[config.mk]
export PLATFORM = sky130hd
export DESIGN_NAME = branchUnit
export DESIGN_NICKNAME = d
export VERILOG_FILES = /design/src/cpuPkg.sv /design/src/branchUnit.sv
export SDC_FILE = /design/constraint.sdc
export NUM_CORES = 1
export LEC_CHECK = 0
export BUFFER_PORTS_ARGS = -buffer_cell sky130_fd_sc_hd__buf_2
export CAP_MARGIN = 20
export CORE_MARGIN = 2
export CORE_UTILIZATION = 48
export DETAILED_ROUTE_END_ITERATION = 12
export GPL_ROUTABILITY_DRIVEN = 0
export GPL_TIMING_DRIVEN = 1
export PLACE_DENSITY = 0.9
export SLEW_MARGIN = 15
export SYNTH_ARGS = -nofsm -noshare
export SYNTH_HDL_FRONTEND = slang
export SYNTH_SLANG_ARGS = --single-unit
[constraint.sdc]
create_clock -name vclk -period 5
set_clock_uncertainty 0.1 [all_clocks]
set_input_delay 0.5 -clock vclk [all_inputs]
set_output_delay 0.5 -clock vclk [all_outputs]
set_load 0.005 [all_outputs]
[src/cpuPkg.sv]
`default_nettype none

package cpuPkg;

    typedef logic [31:0] word;
    typedef logic [4:0]  regAddr;

    localparam int     regCount    = 32;
    localparam regAddr regLink     = 5'd31;
    localparam word    resetVector = 32'h0000_0000;

    // primary opcodes, instr[31:26]
    typedef enum logic [5:0] {
        OP_ALU    = 6'h00,
        OP_BRANCH = 6'h01,
        OP_J      = 6'h02,
        OP_JAL    = 6'h03,
        OP_BEQ    = 6'h04,
        OP_BNE    = 6'h05,
        OP_BLEZ   = 6'h06,
        OP_BGTZ   = 6'h07,
        OP_ADDI   = 6'h08,
        OP_ADDIU  = 6'h09,
        OP_SLTI   = 6'h0a,
        OP_SLTIU  = 6'h0b,
        OP_ANDI   = 6'h0c,
        OP_ORI    = 6'h0d,
        OP_XORI   = 6'h0e,
        OP_LUI    = 6'h0f,
        OP_MULL   = 6'h1c,
        OP_LW     = 6'h23,
        OP_SW     = 6'h2b
    } opCodeT;

    // raw regimm codes from instr[20:16]
    localparam logic [5:0] RI_BLTZ   = 6'h00;
    localparam logic [5:0] RI_BGEZ   = 6'h01;
    localparam logic [5:0] RI_BLTZAL = 6'h10;
    localparam logic [5:0] RI_BGEZAL = 6'h11;

    // raw special2 codes from instr[5:0]
    localparam logic [5:0] S2_MADD  = 6'h00;
    localparam logic [5:0] S2_MADDU = 6'h01;
    localparam logic [5:0] S2_MUL   = 6'h02;
    localparam logic [5:0] S2_MSUB  = 6'h04;
    localparam logic [5:0] S2_MSUBU = 6'h05;
    localparam logic [5:0] S2_CLZ   = 6'h20;
    localparam logic [5:0] S2_CLO   = 6'h21;

    // unified function codes; R-type keeps its funct value,
    // branch and special2 codes move into unused funct slots
    typedef enum logic [5:0] {
        FN_SLL    = 6'h00,
        FN_SRL    = 6'h02,
        FN_SRA    = 6'h03,
        FN_SLLV   = 6'h04,
        FN_SRLV   = 6'h06,
        FN_SRAV   = 6'h07,
        FN_JR     = 6'h08,
        FN_JALR   = 6'h09,
        FN_MOVZ   = 6'h0a,
        FN_MOVN   = 6'h0b,
        FN_MFHI   = 6'h10,
        FN_MTHI   = 6'h11,
        FN_MFLO   = 6'h12,
        FN_MTLO   = 6'h13,
        FN_MULT   = 6'h18,
        FN_MULTU  = 6'h19,
        FN_ADD    = 6'h20,
        FN_ADDU   = 6'h21,
        FN_SUB    = 6'h22,
        FN_SUBU   = 6'h23,
        FN_AND    = 6'h24,
        FN_OR     = 6'h25,
        FN_XOR    = 6'h26,
        FN_NOR    = 6'h27,
        FN_SLT    = 6'h2a,
        FN_SLTU   = 6'h2b,
        FN_BLTZ   = 6'h2c,
        FN_BGEZ   = 6'h2d,
        FN_BLTZAL = 6'h2e,
        FN_BGEZAL = 6'h2f,
        FN_MADD   = 6'h30,
        FN_MADDU  = 6'h31,
        FN_MSUB   = 6'h32,
        FN_MSUBU  = 6'h33,
        FN_BEQ    = 6'h34,
        FN_BNE    = 6'h35,
        FN_BLEZ   = 6'h36,
        FN_BGTZ   = 6'h37,
        FN_MUL    = 6'h3a,
        FN_CLO    = 6'h3c,
        FN_CLZ    = 6'h3d
    } funcCodeT;

endpackage

`default_nettype wire

[src/branchUnit.sv]
`default_nettype none

module branchUnit
    import cpuPkg::*;
(
    input  word         pc,
    input  word         rsData,
    input  word         rtData,
    input  word         imm,
    input  logic [25:0] index,
    input  funcCodeT    func,
    input  logic        branch,
    input  logic        jump,
    input  logic        immSize,
    output word         nextPc
);

    word  pcPlus4;
    word  branchTarget;
    word  jumpTarget;
    logic rsNeg;
    logic rsZero;
    logic condition;

    assign pcPlus4      = pc + 32'd4;
    assign branchTarget = pcPlus4 + {imm[29:0], 2'b00};
    assign jumpTarget   = {pcPlus4[31:28], index, 2'b00};

    assign rsNeg  = rsData[31];
    assign rsZero = (rsData == '0);

    always_comb
    begin
        case (func)
            FN_BEQ:               condition = (rsData == rtData);
            FN_BNE:               condition = (rsData != rtData);
            FN_BLEZ:              condition = rsNeg || rsZero;
            FN_BGTZ:              condition = !rsNeg && !rsZero;
            FN_BGEZ, FN_BGEZAL:   condition = !rsNeg;
            FN_BLTZ, FN_BLTZAL:   condition = rsNeg;
            default:              condition = 1'b0;
        endcase
    end

    always_comb
    begin
        if (branch && condition)
            nextPc = branchTarget;
        else if (jump && immSize)
            nextPc = jumpTarget;
        // jr and jalr
        else if (jump)
            nextPc = rsData;
        else
            nextPc = pcPlus4;
    end

endmodule

`default_nettype wire

==> metrics <==
Global Route Usage Sum=34.0%; highest clock frequency the design can meet=210 MHz; result of the run=finished clean; via count of the first global-routing pass=4827; clock buf count=0; die height=90.5 um; Area contributors post-synth=ha_1, xor2_1, xnor2_1; routing layer with the top usage in global route=met2; most common cell in the netlist=nand2_1; number of gates given a new drive strength after cts=0; startpoint of the most critical setup path=pc[15]; Die X-Extent=90.5 um; Internal Dissipation=216 uW; post-route cell area=4640 sq um; Setup crit start kind=input pin; met1 capacity usage during global routing=40.7%; top cell types by occurrence after synthesis=nand2_1, nor2_1, o21ai_0, xor2_1, xnor2_1; count of hold buffers inserted by post-cts repair=0; Post-CTS Setup Bufs=0; final-report max-slew violation count=0; maximum fanout along the worst path=5; fraction of final layout cells with drive strength greater than 1=31.4%; number of port buffers=193; row count=31; number of distinct library cells after synthesis=59; largest net degree at the start of global routing=55; number of failing hold endpoints at the final stage=0; final setup violation count=0; GR Layer Usage met3=4.42%; total via count in the routed design=4942; Filler cells=663; Routed Wire Length=14700 um; critical path type=in2out; cell area after placement=4630 sq um; min cycle time layout=4770 ps; placement-stage worst setup slack=419 ps; relative max-transition margin=around two fifths; met2 Usage GRT=56.4%; antenna violations before repair=4; gate count of the mapped netlist=519; Post-Synthesis Net Count=720; sequential fraction of the synthesis area=0%; slew at the pin with the worst max-slew slack=about 910 ps; overall overflow remaining after global route=0; average vias per placed instance=approximately 6; Post-route DRC=0; HP Start=pc[0]; required time worst endpoint=approximately 4400 ps; Synth warnings=0; worst-case vdd ir drop=0.0000443 V; worst min-delay path category=in2out; routed len/inst=18.4 um; capturing element type of the critical path=primary output; fraction of power spent switching nets=between 50% and 60%; sequential cell fraction of total power=0%; number of DRC violations after detailed-routing iteration 0=roughly 430; post-synth top area cell=ha_1; part of the power in combinational logic=100.0%; area fraction of the dominant cell type after synthesis=approximately an eighth; area delta synth->final=29.3%; starting utilization of the core area=49.5%; post-detailed-placement half-perimeter wirelength=about 12000 um; switching pwr=274 uW; clock share of power=0%; setup slack after layout=232 ps; reported leakage power=roughly 2.2 nW; area of the core region=7250 sq um; post-layout net count=around 900; WP data arrival=about 4200 ps; maxcap violations=0; Boundary Pins=195; count of TritonRoute iterations in the first routing pass=5; die outline area=8180 sq um; flip-flop and latch count=0; global-route wire length before repair=23000 um; Syn Std Cell Area=between 3000 and 4000 sq um; total negative setup slack=0 ps; post-layout power=490 uW; area taken by flip-flops and latches=0 sq um; unrepaired setup endpoints after global routing=no; ratio of total power to cell area=about 110 nW/um^2; Final Cycle Share=95.4%; syn avg cell area=6.91 sq um; remaining antenna violation count after routing=0
worst max-delay path: stages:
cell,delay (ps)
buf_2,130
nand4_1,180
nor2_1,330
nand2_1,190
nor2_1,280
nand2_1,110
xnor2_1,210
ha_1,340
nand2_1,110
nor2_1,60
a221oi_2,280
o21ai_2,150
o41ai_4,410
o21ai_2,150
a2111oi_0,450
or3_1,180
buf_2,110
layer usage:
layer | share of wire, % | routed length, um
met1 | 38 | 5620
met5 | 0 | 0
met4 | 8.0 | 1180
met2 | 45 | 6690
met3 | 8.5 | 1250
worst paths after layout:
path,endpoint,cells past startpoint
worst min-delay path,nextPc[0],3
worst max-delay path,nextPc[31],17
cells in the final DEF, fill, tap and decap left out, types with 7 or more instances in the layout:
cell,synthesis,layout
a21o_1,10,10
a21oi_1,35,35
buf_2,3,193
ha_1,37,37
inv_1,8,8
mux2i_1,35,35
nand2_1,55,55
nand3_1,15,15
nand4_1,19,19
nor2_1,51,51
nor2b_1,7,7
nor4_1,17,17
o211ai_1,8,8
o21ai_0,44,44
xnor2_1,41,41
xor2_1,44,44
power by group through the flow:
stage	Sequential (mW)	Combinational [mW]	Clock, mW
after floorplan	0	0.295	0
after global placement	0	0.462	0
after detailed placement	0	0.475	0
after CTS	0	0.479	0
after global routing	0	0.533	0.000000107
final	0	0.490	0.000000107
metrics by stage:
| stage | instances | utilization (%) | hold WS [ps] |
|---|---|---|---|
| 6_report | 801 | 63.9 | 1200 |
| 3_5_place_dp | 797 | 63.8 | 1200 |
| 4_1_cts | 797 | 63.8 | 1200 |
| 3_3_place_gp | 797 | 63.8 | 1190 |
| 5_1_grt | 801 | 63.9 | 1210 |
| 2_1_floorplan | 519 | - | 1030 |
cell type report:
class              instances  area (sq um)  area share [%]
diodes                     4          10.0           0.216
inverters                  8          30.0           0.648
multi-input cells        493          3480            75.0
well taps                 99           124            2.67
repair buffers           197           996            21.5
logic make-up after synthesis:
family,after synthesis,synth area share (%)
fa+ha+maj,38,13.5
xor+xnor,85,20.8
compound gates,143,26.4
buf+inv,26,3.07
simple gates,190,25.9
mux,37,10.4
(Power assumes the default switching activity.)
