File: src/cpuPkg.sv
`default_nettype none

package cpuPkg;

    typedef logic [31:0] word;
    typedef logic [4:0]  regAddr;

    localparam int     regCount    = 32;
    localparam regAddr regLink     = 5'd31;
    localparam word    resetVector = 32'h0000_0000;

    // primary opcodes, instr[31:26]
    typedef enum logic [5:0] {
        OP_ALU    = 6'h00,
        OP_BRANCH = 6'h01,
        OP_J      = 6'h02,
        OP_JAL    = 6'h03,
        OP_BEQ    = 6'h04,
        OP_BNE    = 6'h05,
        OP_BLEZ   = 6'h06,
        OP_BGTZ   = 6'h07,
        OP_ADDI   = 6'h08,
        OP_ADDIU  = 6'h09,
        OP_SLTI   = 6'h0a,
        OP_SLTIU  = 6'h0b,
        OP_ANDI   = 6'h0c,
        OP_ORI    = 6'h0d,
        OP_XORI   = 6'h0e,
        OP_LUI    = 6'h0f,
        OP_MULL   = 6'h1c,
        OP_LW     = 6'h23,
        OP_SW     = 6'h2b
    } opCodeT;

    // raw regimm codes from instr[20:16]
    localparam logic [5:0] RI_BLTZ   = 6'h00;
    localparam logic [5:0] RI_BGEZ   = 6'h01;
    localparam logic [5:0] RI_BLTZAL = 6'h10;
    localparam logic [5:0] RI_BGEZAL = 6'h11;

    // raw special2 codes from instr[5:0]
    localparam logic [5:0] S2_MADD  = 6'h00;
    localparam logic [5:0] S2_MADDU = 6'h01;
    localparam logic [5:0] S2_MUL   = 6'h02;
    localparam logic [5:0] S2_MSUB  = 6'h04;
    localparam logic [5:0] S2_MSUBU = 6'h05;
    localparam logic [5:0] S2_CLZ   = 6'h20;
    localparam logic [5:0] S2_CLO   = 6'h21;

    // unified function codes; R-type keeps its funct value,
    // branch and special2 codes move into unused funct slots
    typedef enum logic [5:0] {
        FN_SLL    = 6'h00,
        FN_SRL    = 6'h02,
        FN_SRA    = 6'h03,
        FN_SLLV   = 6'h04,
        FN_SRLV   = 6'h06,
        FN_SRAV   = 6'h07,
        FN_JR     = 6'h08,
        FN_JALR   = 6'h09,
        FN_MOVZ   = 6'h0a,
        FN_MOVN   = 6'h0b,
        FN_MFHI   = 6'h10,
        FN_MTHI   = 6'h11,
        FN_MFLO   = 6'h12,
        FN_MTLO   = 6'h13,
        FN_MULT   = 6'h18,
        FN_MULTU  = 6'h19,
        FN_ADD    = 6'h20,
        FN_ADDU   = 6'h21,
        FN_SUB    = 6'h22,
        FN_SUBU   = 6'h23,
        FN_AND    = 6'h24,
        FN_OR     = 6'h25,
        FN_XOR    = 6'h26,
        FN_NOR    = 6'h27,
        FN_SLT    = 6'h2a,
        FN_SLTU   = 6'h2b,
        FN_BLTZ   = 6'h2c,
        FN_BGEZ   = 6'h2d,
        FN_BLTZAL = 6'h2e,
        FN_BGEZAL = 6'h2f,
        FN_MADD   = 6'h30,
        FN_MADDU  = 6'h31,
        FN_MSUB   = 6'h32,
        FN_MSUBU  = 6'h33,
        FN_BEQ    = 6'h34,
        FN_BNE    = 6'h35,
        FN_BLEZ   = 6'h36,
        FN_BGTZ   = 6'h37,
        FN_MUL    = 6'h3a,
        FN_CLO    = 6'h3c,
        FN_CLZ    = 6'h3d
    } funcCodeT;

endpackage

`default_nettype wire

File: src/registerFile.sv
`default_nettype none

module registerFile
    import cpuPkg::*;
(
    input  logic   clock,
    input  logic   reset,
    input  regAddr readAddrA,
    input  regAddr readAddrB,
    input  regAddr writeAddr,
    input  word    writeData,
    input  logic   writeEnable,
    output word    readDataA,
    output word    readDataB
);

    word regs [regCount];

    always_ff @(posedge clock)
    begin
        if (reset)
        begin
            for (int i = 0; i < regCount; i++)
                regs[i] <= '0;
        end
        else if (writeEnable && (writeAddr != '0))
            regs[writeAddr] <= writeData;
    end

    // r0 is hardwired to zero
    assign readDataA = (readAddrA == '0) ? '0 : regs[readAddrA];
    assign readDataB = (readAddrB == '0) ? '0 : regs[readAddrB];

endmodule

`default_nettype wire

File: config.mk
export PLATFORM = sky130hd
export DESIGN_NAME = registerFile
export DESIGN_NICKNAME = d
export VERILOG_FILES = /design/src/cpuPkg.sv /design/src/registerFile.sv
export SDC_FILE = /design/constraint.sdc
export NUM_CORES = 2
export LEC_CHECK = 0
export BUFFER_PORTS_ARGS = -buffer_cell sky130_fd_sc_hd__buf_4
export CELL_PAD_IN_SITES_DETAIL_PLACEMENT = 0
export CELL_PAD_IN_SITES_GLOBAL_PLACEMENT = 1
export CORE_MARGIN = 8
export CORE_UTILIZATION = 49
export DETAILED_ROUTE_END_ITERATION = 12
export MAX_ROUTING_LAYER = met4
export PLACE_DENSITY_LB_ADDON = 0.1
export SYNTH_ARGS = -nofsm -noshare
export SYNTH_HDL_FRONTEND = slang
export SYNTH_SLANG_ARGS = --single-unit
File: constraint.sdc
create_clock -name clock -period 2.25 [get_ports clock]
set_clock_uncertainty 0.2 [all_clocks]
set_input_delay 0.1125 -clock clock [delete_from_list [all_inputs] [get_ports clock]]
set_output_delay 0.1125 -clock clock [all_outputs]
set_load 0.01 [all_outputs]
==> reports/results.ini <==
[clocking]
htree_levels = 3
cts-root-buf = clkbuf_16
cts_tree = yes
cts.path.max_buffers = 3
clkTransAtPathRegs_ns = 0.06
numCtsBuffers = 113
numClockSinks = 1024

[final_layout]
nNetsFinal = 3940
nFillCells = 8217
fin_area_um2 = 67200
largest_reg_flops = 1024
drive_gt1_frac = 0.384
reg_top3 = regs (1024)
top_register = regs
final_cells = 5481
syn2layout_area_growth_pct = 23.9

[placed_design]
place_hpwl_um = 126000
preCtsSetupSlack_ns = -0.795
dp.cells = 5206
numPortBuffers = 113
routabilityCongestion = 0.903
dpl-instance-area_um2 = 60700

[global_routing]
grt_max_degree = 37
antenna_found_initial = 9
grt_pass1_vias = 36700
grt_first_pass_wirelength_um = 269000
grt_overflow = 0
gr-usage-all-layers = 0.318

[die]
die-area_um2 = 122000
start_util = 0.492
die_h_um = 349
coreArea_um2 = 110000
die_x_um = 349
io_pins = 114
rows = 122

[detailed_routing]
drc = 0
antenna_left = 0
drtIter0Drc = 4412
wl_um = 190000
vias = 35600
viasPerCell = 6.49
dr.pass1.iters = 5
routedWlPerCell_um = 34.7

[power_and_ir_drop]
power_mw = 48.8
peakVddDrop_mv = 0.694
power_density_nw_per_um2 = 726
p_leak_nw = 23.8

[worst_setup_path]
startpoint_type = register
cp_num_buf_inv = 2
cp_slowest_cell = mux4_2
cp.required_ns = 1.94
cp_data_arrival_time_ns = 2.65
path_cells = mux4_2 -> mux4_2 -> o22ai_2 -> buf_6 -> nor3_4 -> buf_6
slowest_delay_ns = 0.58
cp_top_family = multiplexers
criticalPathCategory = register to output port
end_kind = output port
cp_max_fo = 2

[worst_hold_path]
hold_class = input port to register
whs_endpoint = regs[0][14]$_SDFFCE_PN0P_
min_path_cells = 3
hold_path_startpoint = reset

[outcome]
status = finished with violations
violations = negative setup slack

[synth]
yosysUniqueCellTypes = 42
postSynthCellCount = 3502
syn_avg_cell_area_um2 = 15.5
synth_seq_cells = 1024
synth-seq-area-share = 0.567
synth_edf_count = 1024
synth_flop_cell = edfxtp_1
async_flop_share = 0
yosysWarnings = 0
synth_area_um2 = 54300

[sta]
rsz0062_at_grt = true
fin_hold_ws_ns = 0.123
setup_viol = 64
max_slew_margin = 0.434
fin_crit_ns = 2.96
worst_pin_slew_ns = 0.848
finalHoldViolations = 0
period_share = 1.32
max_freq_ghz = 0.338
finalMaxSlewViolations = 0
setup_slack_ns = -0.711

[job]
drv_cap = 0

==> metal layers <==
metal	share of wire	global-route usage
met5	0	-
met4	0.050	0.134
met3	0.093	0.0602
met2	0.47	0.492
met1	0.39	0.415
==> cell usage in the layout (no fill, tap or decap), drive strengths merged, types with 5 or more instances in the layout <==
cell type,n
edfxtp,1024
and2,995
buf,597
mux4,472
mux2i,150
clkbuf,143
o22ai,103
a2111oi,55
nor3,54
a22o,51
clkinv,45
nor2,36
or2,33
dlygate4sd3,32
conb,32
mux2,30
a22oi,16
bufinv,14
nor2b,14
a21oi,12
diode,11
nand2,7
a211oi,7
nor4,6
nand3b,5
nand3,5
nand2b,5
==> what timing repair did <==
action	4_1_cts	5_1_grt
setup endpoints to repair	64	64
pin swaps	140	21
buffers inserted	35	12
hold buffers	32	0
gates resized for setup	360	19
endpoints found under the hold margin	992	0
gates cloned	0	0
==> cell type report <==
type / instances / area (um^2) / share of cell area
inverters: 2 / 7.51 / 0.000112
repair buffers: 629 / 6830 / 0.102
diodes: 11 / 27.5 / 0.000410
well taps: 1488 / 1860 / 0.0277
multi-input cells: 2120 / 24100 / 0.358
clock buffers: 143 / 3030 / 0.0450
flip-flops and latches: 1024 / 30700 / 0.457
clock inverters: 64 / 662 / 0.00985
==> where the power goes <==
group          switching (mW)  internal [mW]  leakage (nW)  total [mW]
clock network            7.76           11.0          1.80        18.8
registers               0.586           22.0          9.75        22.6
logic                    3.85           3.55          12.3        7.39
==> Yosys cell counts (2+ instances only) <==
library cell / n / share of area
a2111oi_0: 14 / 0.0023
a2111oi_1: 41 / 0.0076
a211oi_1: 7 / 0.00097
a21oi_1: 12 / 0.0011
a221o_1: 2 / 0.00037
a221oi_1: 4 / 0.00065
a22o_1: 51 / 0.0082
a22oi_1: 16 / 0.0022
a32o_1: 4 / 0.00074
and2_1: 995 / 0.11
and3_1: 3 / 0.00035
buf_1: 11 / 0.00076
buf_2: 46 / 0.0042
buf_4: 38 / 0.0053
buf_6: 21 / 0.0044
clkbuf_1: 271 / 0.019
edfxtp_1: 1024 / 0.57
inv_1: 2 / 0.00014
mux2_2: 30 / 0.0062
mux2i_1: 150 / 0.028
mux4_2: 472 / 0.20
nand2_1: 7 / 0.00048
nand2b_1: 5 / 0.00058
nand3_1: 5 / 0.00046
nand3b_1: 5 / 0.00069
nand4bb_1: 2 / 0.00042
nor2_1: 36 / 0.0025
nor2b_1: 14 / 0.0016
nor3_1: 54 / 0.0050
nor4_1: 6 / 0.00069
nor4b_1: 2 / 0.00032
o21ai_0: 4 / 0.00037
o22ai_1: 103 / 0.012
or2_2: 33 / 0.0038
or3_1: 2 / 0.00023
or3b_2: 4 / 0.00065
==> through the flow <==
stage / TNS [ns] / utilization
2_1_floorplan: 0 / -
3_3_place_gp: -25.56 / 0.551
3_5_place_dp: -26.46 / 0.551
4_1_cts: -39.56 / 0.608
5_1_grt: -41.33 / 0.610
6_report: -36.84 / 0.610
==> worst min-delay path: stages <==
cell   delay [ns]
buf_4        0.12
buf_4        0.21
buf_4        0.33
==> cell families after synthesis <==
group | count (synthesis) | synth area share
simple gates | 1177 | 0.133
flops | 1024 | 0.567
mux | 652 | 0.230
buf+inv | 389 | 0.0335
compound gates | 259 | 0.0365
other cells | 1 | 0.0000691
==> worst max path at each step <==
stage                                          start                   endpoint  cells after the start
after floorplan                         writeAddr[1]  regs[12][0]$_SDFFCE_PN0P_                      4
after global placement                  readAddrB[0]               readDataB[1]                      8
after detailed placement                readAddrB[0]               readDataB[7]                      8
after CTS                 regs[31][15]$_SDFFCE_PN0P_              readDataA[15]                      6
after global routing      regs[28][17]$_SDFFCE_PN0P_              readDataA[17]                      6
final                      regs[31][8]$_SDFFCE_PN0P_               readDataA[8]                      6
Note: power is estimated with default switching activity, not from simulation.
