==> src/cpuPkg.sv <==
`default_nettype none

package cpuPkg;

    typedef logic [31:0] word;
    typedef logic [4:0]  regAddr;

    localparam int     regCount    = 32;
    localparam regAddr regLink     = 5'd31;
    localparam word    resetVector = 32'h0000_0000;

    // primary opcodes, instr[31:26]
    typedef enum logic [5:0] {
        OP_ALU    = 6'h00,
        OP_BRANCH = 6'h01,
        OP_J      = 6'h02,
        OP_JAL    = 6'h03,
        OP_BEQ    = 6'h04,
        OP_BNE    = 6'h05,
        OP_BLEZ   = 6'h06,
        OP_BGTZ   = 6'h07,
        OP_ADDI   = 6'h08,
        OP_ADDIU  = 6'h09,
        OP_SLTI   = 6'h0a,
        OP_SLTIU  = 6'h0b,
        OP_ANDI   = 6'h0c,
        OP_ORI    = 6'h0d,
        OP_XORI   = 6'h0e,
        OP_LUI    = 6'h0f,
        OP_MULL   = 6'h1c,
        OP_LW     = 6'h23,
        OP_SW     = 6'h2b
    } opCodeT;

    // raw regimm codes from instr[20:16]
    localparam logic [5:0] RI_BLTZ   = 6'h00;
    localparam logic [5:0] RI_BGEZ   = 6'h01;
    localparam logic [5:0] RI_BLTZAL = 6'h10;
    localparam logic [5:0] RI_BGEZAL = 6'h11;

    // raw special2 codes from instr[5:0]
    localparam logic [5:0] S2_MADD  = 6'h00;
    localparam logic [5:0] S2_MADDU = 6'h01;
    localparam logic [5:0] S2_MUL   = 6'h02;
    localparam logic [5:0] S2_MSUB  = 6'h04;
    localparam logic [5:0] S2_MSUBU = 6'h05;
    localparam logic [5:0] S2_CLZ   = 6'h20;
    localparam logic [5:0] S2_CLO   = 6'h21;

    // unified function codes; R-type keeps its funct value,
    // branch and special2 codes move into unused funct slots
    typedef enum logic [5:0] {
        FN_SLL    = 6'h00,
        FN_SRL    = 6'h02,
        FN_SRA    = 6'h03,
        FN_SLLV   = 6'h04,
        FN_SRLV   = 6'h06,
        FN_SRAV   = 6'h07,
        FN_JR     = 6'h08,
        FN_JALR   = 6'h09,
        FN_MOVZ   = 6'h0a,
        FN_MOVN   = 6'h0b,
        FN_MFHI   = 6'h10,
        FN_MTHI   = 6'h11,
        FN_MFLO   = 6'h12,
        FN_MTLO   = 6'h13,
        FN_MULT   = 6'h18,
        FN_MULTU  = 6'h19,
        FN_ADD    = 6'h20,
        FN_ADDU   = 6'h21,
        FN_SUB    = 6'h22,
        FN_SUBU   = 6'h23,
        FN_AND    = 6'h24,
        FN_OR     = 6'h25,
        FN_XOR    = 6'h26,
        FN_NOR    = 6'h27,
        FN_SLT    = 6'h2a,
        FN_SLTU   = 6'h2b,
        FN_BLTZ   = 6'h2c,
        FN_BGEZ   = 6'h2d,
        FN_BLTZAL = 6'h2e,
        FN_BGEZAL = 6'h2f,
        FN_MADD   = 6'h30,
        FN_MADDU  = 6'h31,
        FN_MSUB   = 6'h32,
        FN_MSUBU  = 6'h33,
        FN_BEQ    = 6'h34,
        FN_BNE    = 6'h35,
        FN_BLEZ   = 6'h36,
        FN_BGTZ   = 6'h37,
        FN_MUL    = 6'h3a,
        FN_CLO    = 6'h3c,
        FN_CLZ    = 6'h3d
    } funcCodeT;

endpackage

`default_nettype wire

==> src/decoder.sv <==
`default_nettype none

module decoder
    import cpuPkg::*;
(
    input  opCodeT     opCode,
    input  funcCodeT   funcCode,
    output logic [1:0] regDst,
    output logic       branch,
    output logic       jump,
    output logic       memRead,
    output logic       memToReg,
    output logic       aluOp,
    output logic       mulOp,
    output logic       memWrite,
    output logic       aluSrc,
    output logic       regWrite,
    output logic       shiftSel,
    output logic       immSize,
    output logic       unsgnSel,
    output funcCodeT   func
);

    always_comb
    begin
        regDst   = 2'd0;
        branch   = 1'b0;
        jump     = 1'b0;
        memRead  = 1'b0;
        memToReg = 1'b0;
        aluOp    = 1'b0;
        mulOp    = 1'b0;
        memWrite = 1'b0;
        aluSrc   = 1'b0;
        regWrite = 1'b0;
        shiftSel = 1'b0;
        immSize  = 1'b0;
        unsgnSel = 1'b0;
        func     = FN_SLL;

        case (opCode)
            OP_ALU:
                case (funcCode)
                    FN_ADD, FN_ADDU, FN_SUB, FN_SUBU, FN_SLL, FN_SLLV,
                    FN_SRA, FN_SRAV, FN_SRL, FN_SRLV, FN_AND, FN_NOR,
                    FN_OR, FN_XOR, FN_MOVN, FN_MOVZ, FN_SLT, FN_SLTU,
                    FN_MFHI, FN_MFLO:
                    begin
                        regDst   = 2'd1;
                        func     = funcCode;
                        aluOp    = 1'b1;
                        regWrite = 1'b1;
                    end
                    // HI/LO writers, no register write-back
                    FN_MULT, FN_MULTU, FN_MTHI, FN_MTLO:
                    begin
                        func  = funcCode;
                        aluOp = 1'b1;
                    end
                    FN_JALR:
                    begin
                        regDst   = 2'd1;
                        func     = FN_JALR;
                        jump     = 1'b1;
                        regWrite = 1'b1;
                    end
                    FN_JR:
                    begin
                        func = FN_JR;
                        jump = 1'b1;
                    end
                    default:;
                endcase

            OP_BRANCH:
            begin
                case (funcCode)
                    RI_BGEZ:   func = FN_BGEZ;
                    RI_BLTZ:   func = FN_BLTZ;
                    RI_BGEZAL: func = FN_BGEZAL;
                    RI_BLTZAL: func = FN_BLTZAL;
                    default:;
                endcase
                if (func != FN_SLL)
                begin
                    branch = 1'b1;
                    aluSrc = 1'b1;
                end
                // linking forms always write pc+4 to r31
                if (func == FN_BGEZAL || func == FN_BLTZAL)
                begin
                    regDst   = 2'd2;
                    regWrite = 1'b1;
                end
            end

            OP_MULL:
            begin
                mulOp = 1'b1;
                case (funcCode)
                    S2_CLO:   func = FN_CLO;
                    S2_CLZ:   func = FN_CLZ;
                    S2_MUL:   func = FN_MUL;
                    S2_MADD:  func = FN_MADD;
                    S2_MADDU: func = FN_MADDU;
                    S2_MSUB:  func = FN_MSUB;
                    S2_MSUBU: func = FN_MSUBU;
                    default:  mulOp = 1'b0;
                endcase
                if (func == FN_CLO || func == FN_CLZ || func == FN_MUL)
                begin
                    regDst   = 2'd1;
                    regWrite = 1'b1;
                end
            end

            OP_ADDI, OP_ADDIU, OP_SLTI, OP_SLTIU, OP_ANDI, OP_ORI, OP_XORI, OP_LUI:
            begin
                aluOp    = 1'b1;
                aluSrc   = 1'b1;
                regWrite = 1'b1;
                // logic immediates zero-extend, the rest sign-extend
                unsgnSel = (opCode == OP_ANDI) || (opCode == OP_ORI) || (opCode == OP_XORI);
                shiftSel = (opCode == OP_LUI);
                case (opCode)
                    OP_SLTI:  func = FN_SLT;
                    OP_SLTIU: func = FN_SLTU;
                    OP_ANDI:  func = FN_AND;
                    OP_ORI:   func = FN_OR;
                    OP_XORI:  func = FN_XOR;
                    default:  func = FN_ADD;
                endcase
            end

            OP_BEQ, OP_BNE, OP_BLEZ, OP_BGTZ:
            begin
                case (opCode)
                    OP_BEQ:  func = FN_BEQ;
                    OP_BNE:  func = FN_BNE;
                    OP_BLEZ: func = FN_BLEZ;
                    default: func = FN_BGTZ;
                endcase
                branch = 1'b1;
                aluSrc = 1'b1;
            end

            OP_J, OP_JAL:
            begin
                jump    = 1'b1;
                aluSrc  = 1'b1;
                immSize = 1'b1;
                if (opCode == OP_JAL)
                begin
                    regDst   = 2'd2;
                    regWrite = 1'b1;
                end
            end

            // address is rs + offset through the ALU
            OP_LW:
            begin
                func     = FN_ADD;
                aluOp    = 1'b1;
                aluSrc   = 1'b1;
                memRead  = 1'b1;
                memToReg = 1'b1;
                regWrite = 1'b1;
            end

            OP_SW:
            begin
                func     = FN_ADD;
                aluOp    = 1'b1;
                aluSrc   = 1'b1;
                memWrite = 1'b1;
            end

            default:;
        endcase
    end

endmodule

`default_nettype wire

==> config.mk <==
export PLATFORM = sky130hd
export DESIGN_NAME = decoder
export DESIGN_NICKNAME = d
export VERILOG_FILES = /design/src/cpuPkg.sv /design/src/decoder.sv
export SDC_FILE = /design/constraint.sdc
export NUM_CORES = 1
export LEC_CHECK = 0
export ABC_AREA = 1
export BUFFER_PORTS_ARGS = -buffer_cell sky130_fd_sc_hd__buf_4
export CORE_MARGIN = 4
export CORE_UTILIZATION = 25
export DETAILED_ROUTE_END_ITERATION = 10
export SKIP_LAST_GASP = 1
export SYNTH_ARGS = -nofsm -noshare
export SYNTH_HDL_FRONTEND = slang
export SYNTH_SLANG_ARGS = --single-unit
==> constraint.sdc <==
create_clock -name vclk -period 5.9
set_clock_uncertainty 0.05 [all_clocks]
set_input_delay 1.77 -clock vclk [all_inputs]
set_output_delay 1.77 -clock vclk [all_outputs]
set_load 0.01 [all_outputs]
==> summary.md, run 1 <==
| Metric | Value |
|---|---|
| Outcome | completed |
| RSZ-0062 raised after global routing | false |
| Post-route setup TNS | 0 ns |
| DR WL/cell | 10.27 um |
| Pwr dens | 50.15 nW/um2 |
| FF+latch area | 0 um2 |
| Fin. max-slew vios | 0 |
| Die Y | 64.20 um |
| Drt drc | 0 |
| Register area share after synthesis | 0 |
| Number of global-route vias before repair | 953 |
| Detailed Route WL | 2.454 mm |
| First-pass GRT wire length | 4.222 mm |
| Post-cts hold buffer count | 0 |
| Nets | 209 |
| Crit-path max FO | 7 |
| Achievable Freq | 0.2083 GHz |
| Post-CTS Setup Bufs | 0 |
| # IOs | 32 |
| DIE AREA | 4121 um2 |
| Slew HR | 0.7746 |
| Final Hold Vio Count | 0 |
| Finished Cell Area | 1077 um2 |
| Die W | 64.20 um |
| Cell Area, Synth | 789.5 um2 |
| Share of layout cells above drive strength 1 | 0.3436 |
| Synth Warn # | 0 |
| Cell Area, Placed | 1077 um2 |
| Placed Cells | 239 |
| Worst-Margin Slew | 0.3377 ns |
| Port Buffers | 32 |
| Yosys top cell area share | 0.2187 |
| Synth area leader | nand2_1 |
| Max-cap violation count | 0 |
| Buf/Inv on CP | 3 |
| Vias post-DR | 1,049 |
| Worst VDD drop | 12.81 uV |
| Cells after Synth | 164 |
| DP Wirelength | 2.102 mm |
| DR pass1 iterations | 4 |
| Antenna diodes | 0 |
| Antenna violations before repair | 0 |
| WS Path Type | in2out |
| GP Congestion | 0.8417 |
| Fillers | 353 |
| Slowest CP cell | nor2_2 |
| Clkbuf count | 0 |
| Min-Delay Path Class | in2out |
| GRT Util Overall | 0.1187 |
| Critical Path RT | 4.08 ns |
| Worst path max stage delay | 0.22 ns |
| Fin cells | 239 |
| Area added between synthesis and finish | 36.45% |
| Syn Nets | 176 |
| Period Utilization, post-route | 0.8135 |
| Worst Setup Start Kind | input pin |
| Routed vias/inst | 4.389 |
| Num rows | 20 |
| Crit-path cells | buf_4 > nor2_2 > inv_2 > nor2_1 > nand2_1 > nand2_2 > or2_4 > nor2_2 > nand2_1 > buf_4 |
| Crit end category | output port |
| Post-synth cell types | 21 |
| LEAKAGE | 0.6284 nW |
| Grt ovf | 0 |
| Largest net degree at the start of global routing | 11 |
| CP top delay family | simple AND/OR/NAND/NOR gates |
| Endpoints failing setup | 0 |
| Syn avg cell area | 4.814 um2 |
| Post_cts resized | 0 |
| Seq_cells | 0 |
| Critical path data arrival time | 2.98 ns |
| Core Area | 3028 um2 |
| Starting DRT DRC Count | 53 |
| Initial Utilization | 0.2607 |
| ANT nets after route | 0 |
| Post-layout minimum cycle time | 4.800 ns |
| Synth area leaders | nand2_1 22%, nand3_1 15%, nor2_2 10% |
-- layout make-up --
cell class / instances / area (um2) / share of cell area
Timing Repair Buffer: 32 / 240.2 / 0.2230
Multi-Input combinational cell: 135 / 676.9 / 0.6283
Tap cell: 44 / 55.05 / 0.05110
Inverter: 28 / 105.1 / 0.09756
-- cells by family (layout without fill, tap and decap cells) --
logic type,count (synthesis),count (layout),share of synthesized area
AO/OA/AOI/OAI,15,15,0.1046
AND/OR/NAND/NOR,120,120,0.7528
buffers and inverters,29,60,0.1426
-- worst paths after layout --
path / startpoint / to / cells past startpoint
max: opCode[5] / func[2] / 10
min: funcCode[3] / func[3] / 4
-- worst min-delay path, delay by kind of cell --
kind / cells / cell delay [ns]
and+or+nand+nor: 2 / 0.13
buffers and inverters: 2 / 0.23
-- report_power, final --
group / switching (W) / internal [W]
clock network: 0 / 0
logic: 0.0000332 / 0.0000208
registers: 0 / 0
-- metrics by stage --
stage	setup WS (ns)	util	hold slack (ns)	total power (W)
after floorplan	1.406	-	3.614	0.00003121
after global placement	1.080	0.3558	3.850	0.00005434
after detailed placement	1.093	0.3558	3.851	0.00005382
after CTS	1.091	0.3558	3.851	0.00005410
after global routing	0.9349	0.3558	3.886	0.00006058
final	1.100	0.3558	3.850	0.00005403
-- metal layers --
| layer | global-route usage | part of all wire | up-vias |
|---|---|---|---|
| met5 | 0 | 0 | - |
| met4 | 0.002639 | 0 | 0 |
| met3 | 0.02285 | 0.081 | 0 |
| met2 | 0.1871 | 0.42 | 28 |
| met1 | 0.1750 | 0.49 | 442 |
| li1 | - | - | 579 |
-- synth_stat cells (all sizes together) --
cell type and count:
inv 27, buf 1, nand3 25, or2 1, nand4 4, nor2 35, nand2 53, o31ai 1
clkinv 1, nor3 2, o21ai 6, o22ai 1, a21oi 7
-- layout by cell type (no fill, tap or decap), drive strengths merged --
master / Yosys / routed
or2: 1 / 1
inv: 27 / 27
a21oi: 7 / 7
o31ai: 1 / 1
nand4: 4 / 4
buf: 1 / 32
nor2: 35 / 35
clkinv: 1 / 1
nand3: 25 / 25
nor3: 2 / 2
nand2: 53 / 53
o22ai: 1 / 1
o21ai: 6 / 6
(Power assumes the default switching activity.)
==> run 2: changes to the inputs <==
--- a/config.mk
+++ b/config.mk
@@ -5,7 +5,7 @@
 export SDC_FILE = /design/constraint.sdc
 export NUM_CORES = 1
 export LEC_CHECK = 0
-export ABC_AREA = 1
+export ABC_AREA = 0
 export BUFFER_PORTS_ARGS = -buffer_cell sky130_fd_sc_hd__buf_4
 export CORE_MARGIN = 4
 export CORE_UTILIZATION = 25
==> constraint.sdc (replaced) <==
create_clock -name vclk -period 4.3
set_clock_uncertainty 0.05 [all_clocks]
set_input_delay 1.29 -clock vclk [all_inputs]
set_output_delay 1.29 -clock vclk [all_outputs]
set_load 0.01 [all_outputs]
==> run 2 against run 1 <==
Compared with the run above: setup slack worse by 0.95 ns; sequential share of layout area unchanged; total power up 20%; cell count down 36%; non-clock buffer count up 2; global-route usage up 1.5 points; synthesized area down 16%; synthesized cell count down 38%; sequential cell count unchanged; cell area down 18%; routed wire length down 5.1%; critical path type unchanged; largest cell class unchanged.
==> summary.md, run 2 <==
| Metric | Value |
|---|---|
| Slew HR | 0.6013 |
| Commonest cells after routing, fill and taps aside | 34 x buf_4, 7 x nor2_1, 7 x nand2_1 |
| Post-synth cell types | 48 |
| Cell count along the critical path | 6 |
| Most common cell after layout, fill and taps aside | buf_4 |
| Total Power | 0.00006483 W |
| First-pass GRT wire length | 3.870 mm |
| Crit-path max FO | 11 |
| Final WS setup | 0.1474 ns |
| Finished Cell Area | 882.1 um2 |
| Synth Warn # | 0 |
| RSZ-0062 raised after global routing | false |
| Crit end category | output port |
| Pwr dens | 73.49 nW/um2 |
| Place WS | 0.1820 ns |
| Cells after Synth | 101 |
| Syn Nets | 113 |
| Synth area leaders | o211a_1 4.5%, o21ai_0 4.5%, nand2_1 4.0% |
| FF+latch area | 0 um2 |
| Top post-synthesis cells by count | 7 x nand2_1, 7 x nor2_1, 6 x o21ai_0, 5 x inv_1 |
| LEAKAGE | 0.4181 nW |
| Post_cts resized | 0 |
| Initial Utilization | 0.2653 |
| Post-Synth Adder-Cell Area | 0 |
| Min-Delay Path Class | in2out |
| Critical Path RT | 2.96 ns |
| DR WL/cell | 15.32 um |
| Hold path depth | 3 |
| Slowest CP cell | or4b_1 |
| Post-cts hold buffer count | 0 |
| Core Area | 2500 um2 |
| Area added between synthesis and finish | 33.02% |
| Crit-path cells | buf_4 > or4b_1 > o2111ai_1 > o21ai_1 > or3_1 > buf_4 |
| Worst VDD drop | 35.32 uV |
| Register area share after synthesis | 0 |
| Number of global-route vias before repair | 797 |
| Hold Startpoint | opCode[4] |
| Period Utilization, post-route | 0.9657 |
| GP Congestion | 0.8849 |
| Num rows | 18 |
| Max-cap violation count | 0 |
| Seq_cells | 0 |
| ANT nets after route | 0 |
| Worst-Margin Slew | 0.5918 ns |
| Post-CTS Setup Bufs | 0 |
| CP top delay family | simple AND/OR/NAND/NOR gates |
| Nets | 136 |
| Syn avg cell area | 6.566 um2 |
| Outcome | completed |
| Largest family of logic cells by synthesized area | simple AND/OR/NAND/NOR gates |
| Antenna diodes | 0 |
| Synth Area in Simple Gates | 0.4585 |
| Detailed Route WL | 2.329 mm |
| Cell Area, Synth | 663.1 um2 |
| GRT Util Overall | 0.1339 |
| Largest net degree at the start of global routing | 17 |
| Yosys top cell area share | 0.04528 |
| Fin. max-slew vios | 0 |
| Worst path max stage delay | 0.52 ns |
| Final Hold Vio Count | 0 |
| Hold WS | 2.861 ns |
| Drt drc | 0 |
| DIE AREA | 3540 um2 |
| Vias post-DR | 901 |
| Endpoints failing setup | 0 |
| Grt ovf | 0 |
| Share of layout cells above drive strength 1 | 0.3115 |
| Cell Area, Placed | 882.1 um2 |
| DP Wirelength | 1.800 mm |
| Post-route setup TNS | 0 ns |
| Achievable Freq | 0.2408 GHz |
| Antenna violations before repair | 0 |
| Die Y | 59.50 um |
| Post-layout minimum cycle time | 4.153 ns |
| Starting DRT DRC Count | 30 |
| Proportion of synthesized area in mux cells | 0.03019 |
| DR pass1 iterations | 4 |
| CP most frequent cell | buf_4 |
| Post-synthesis xor/xnor area fraction | 0.01321 |
| Synth Area in Compound Gates | 0.3585 |
| Port Buffers | 32 |
| CP Launch Point | funcCode[1] |
| Critical path data arrival time | 2.81 ns |
| WS Path Type | in2out |
| Clkbuf count | 0 |
| Routed vias/inst | 5.928 |
| Die W | 59.50 um |
| Synth area leader | o211a_1 |
| Worst Setup Start Kind | input pin |
| # IOs | 32 |
| Buf/Inv on CP | 2 |
==> run 2: cell count changes in the layout (fill, tap and decap cells not counted), sizes merged, moves of 4 or more <==
cell   change
a21oi      -4
nor2      -28
nand2     -46
nand3     -23
or4        +4
inv       -22
==> run 2: cell families (layout without fill, tap and decap cells) <==
group | Yosys count | after routing
and+or+nand+nor | 49 | 49
muxes | 2 | 2
AOI/OAI and AO/OA | 31 | 31
buffers and inverters | 18 | 39
xor gates and xnor gates | 1 | 1
==> run 2: power breakdown <==
part / total (W) / switching (W) / internal (W) / leakage [nW]
sequential: 0 / 0 / 0 / 0
clock: 0 / 0 / 0 / 0
combinational: 0.0000648 / 0.0000371 / 0.0000278 / 0.418
==> run 2: metal layers <==
metal,up-vias,GRT usage,share of wire
met1,412,0.2021,0.46
met3,0,0.01743,0.096
met4,0,0,0
met2,55,0.2137,0.44
li1,434,-,-
met5,-,0,0
==> run 2: worst paths after layout <==
kind	endpoint	slack (ns)
max	regWrite	0.15
min	aluSrc	2.86
==> run 2: cell type report <==
type,count,area (um2)
Tap cell,30,37.54
Multi-Input combinational cell,83,570.5
Timing Repair Buffer,34,255.2
Inverter,5,18.77
Fill cell,279,1618
==> run 2: per-stage QoR <==
step | util | instances
floorplan | - | 101
global placement | 0.3529 | 152
detailed placement | 0.3529 | 152
CTS | 0.3529 | 152
global route | 0.3529 | 152
finish | 0.3529 | 152
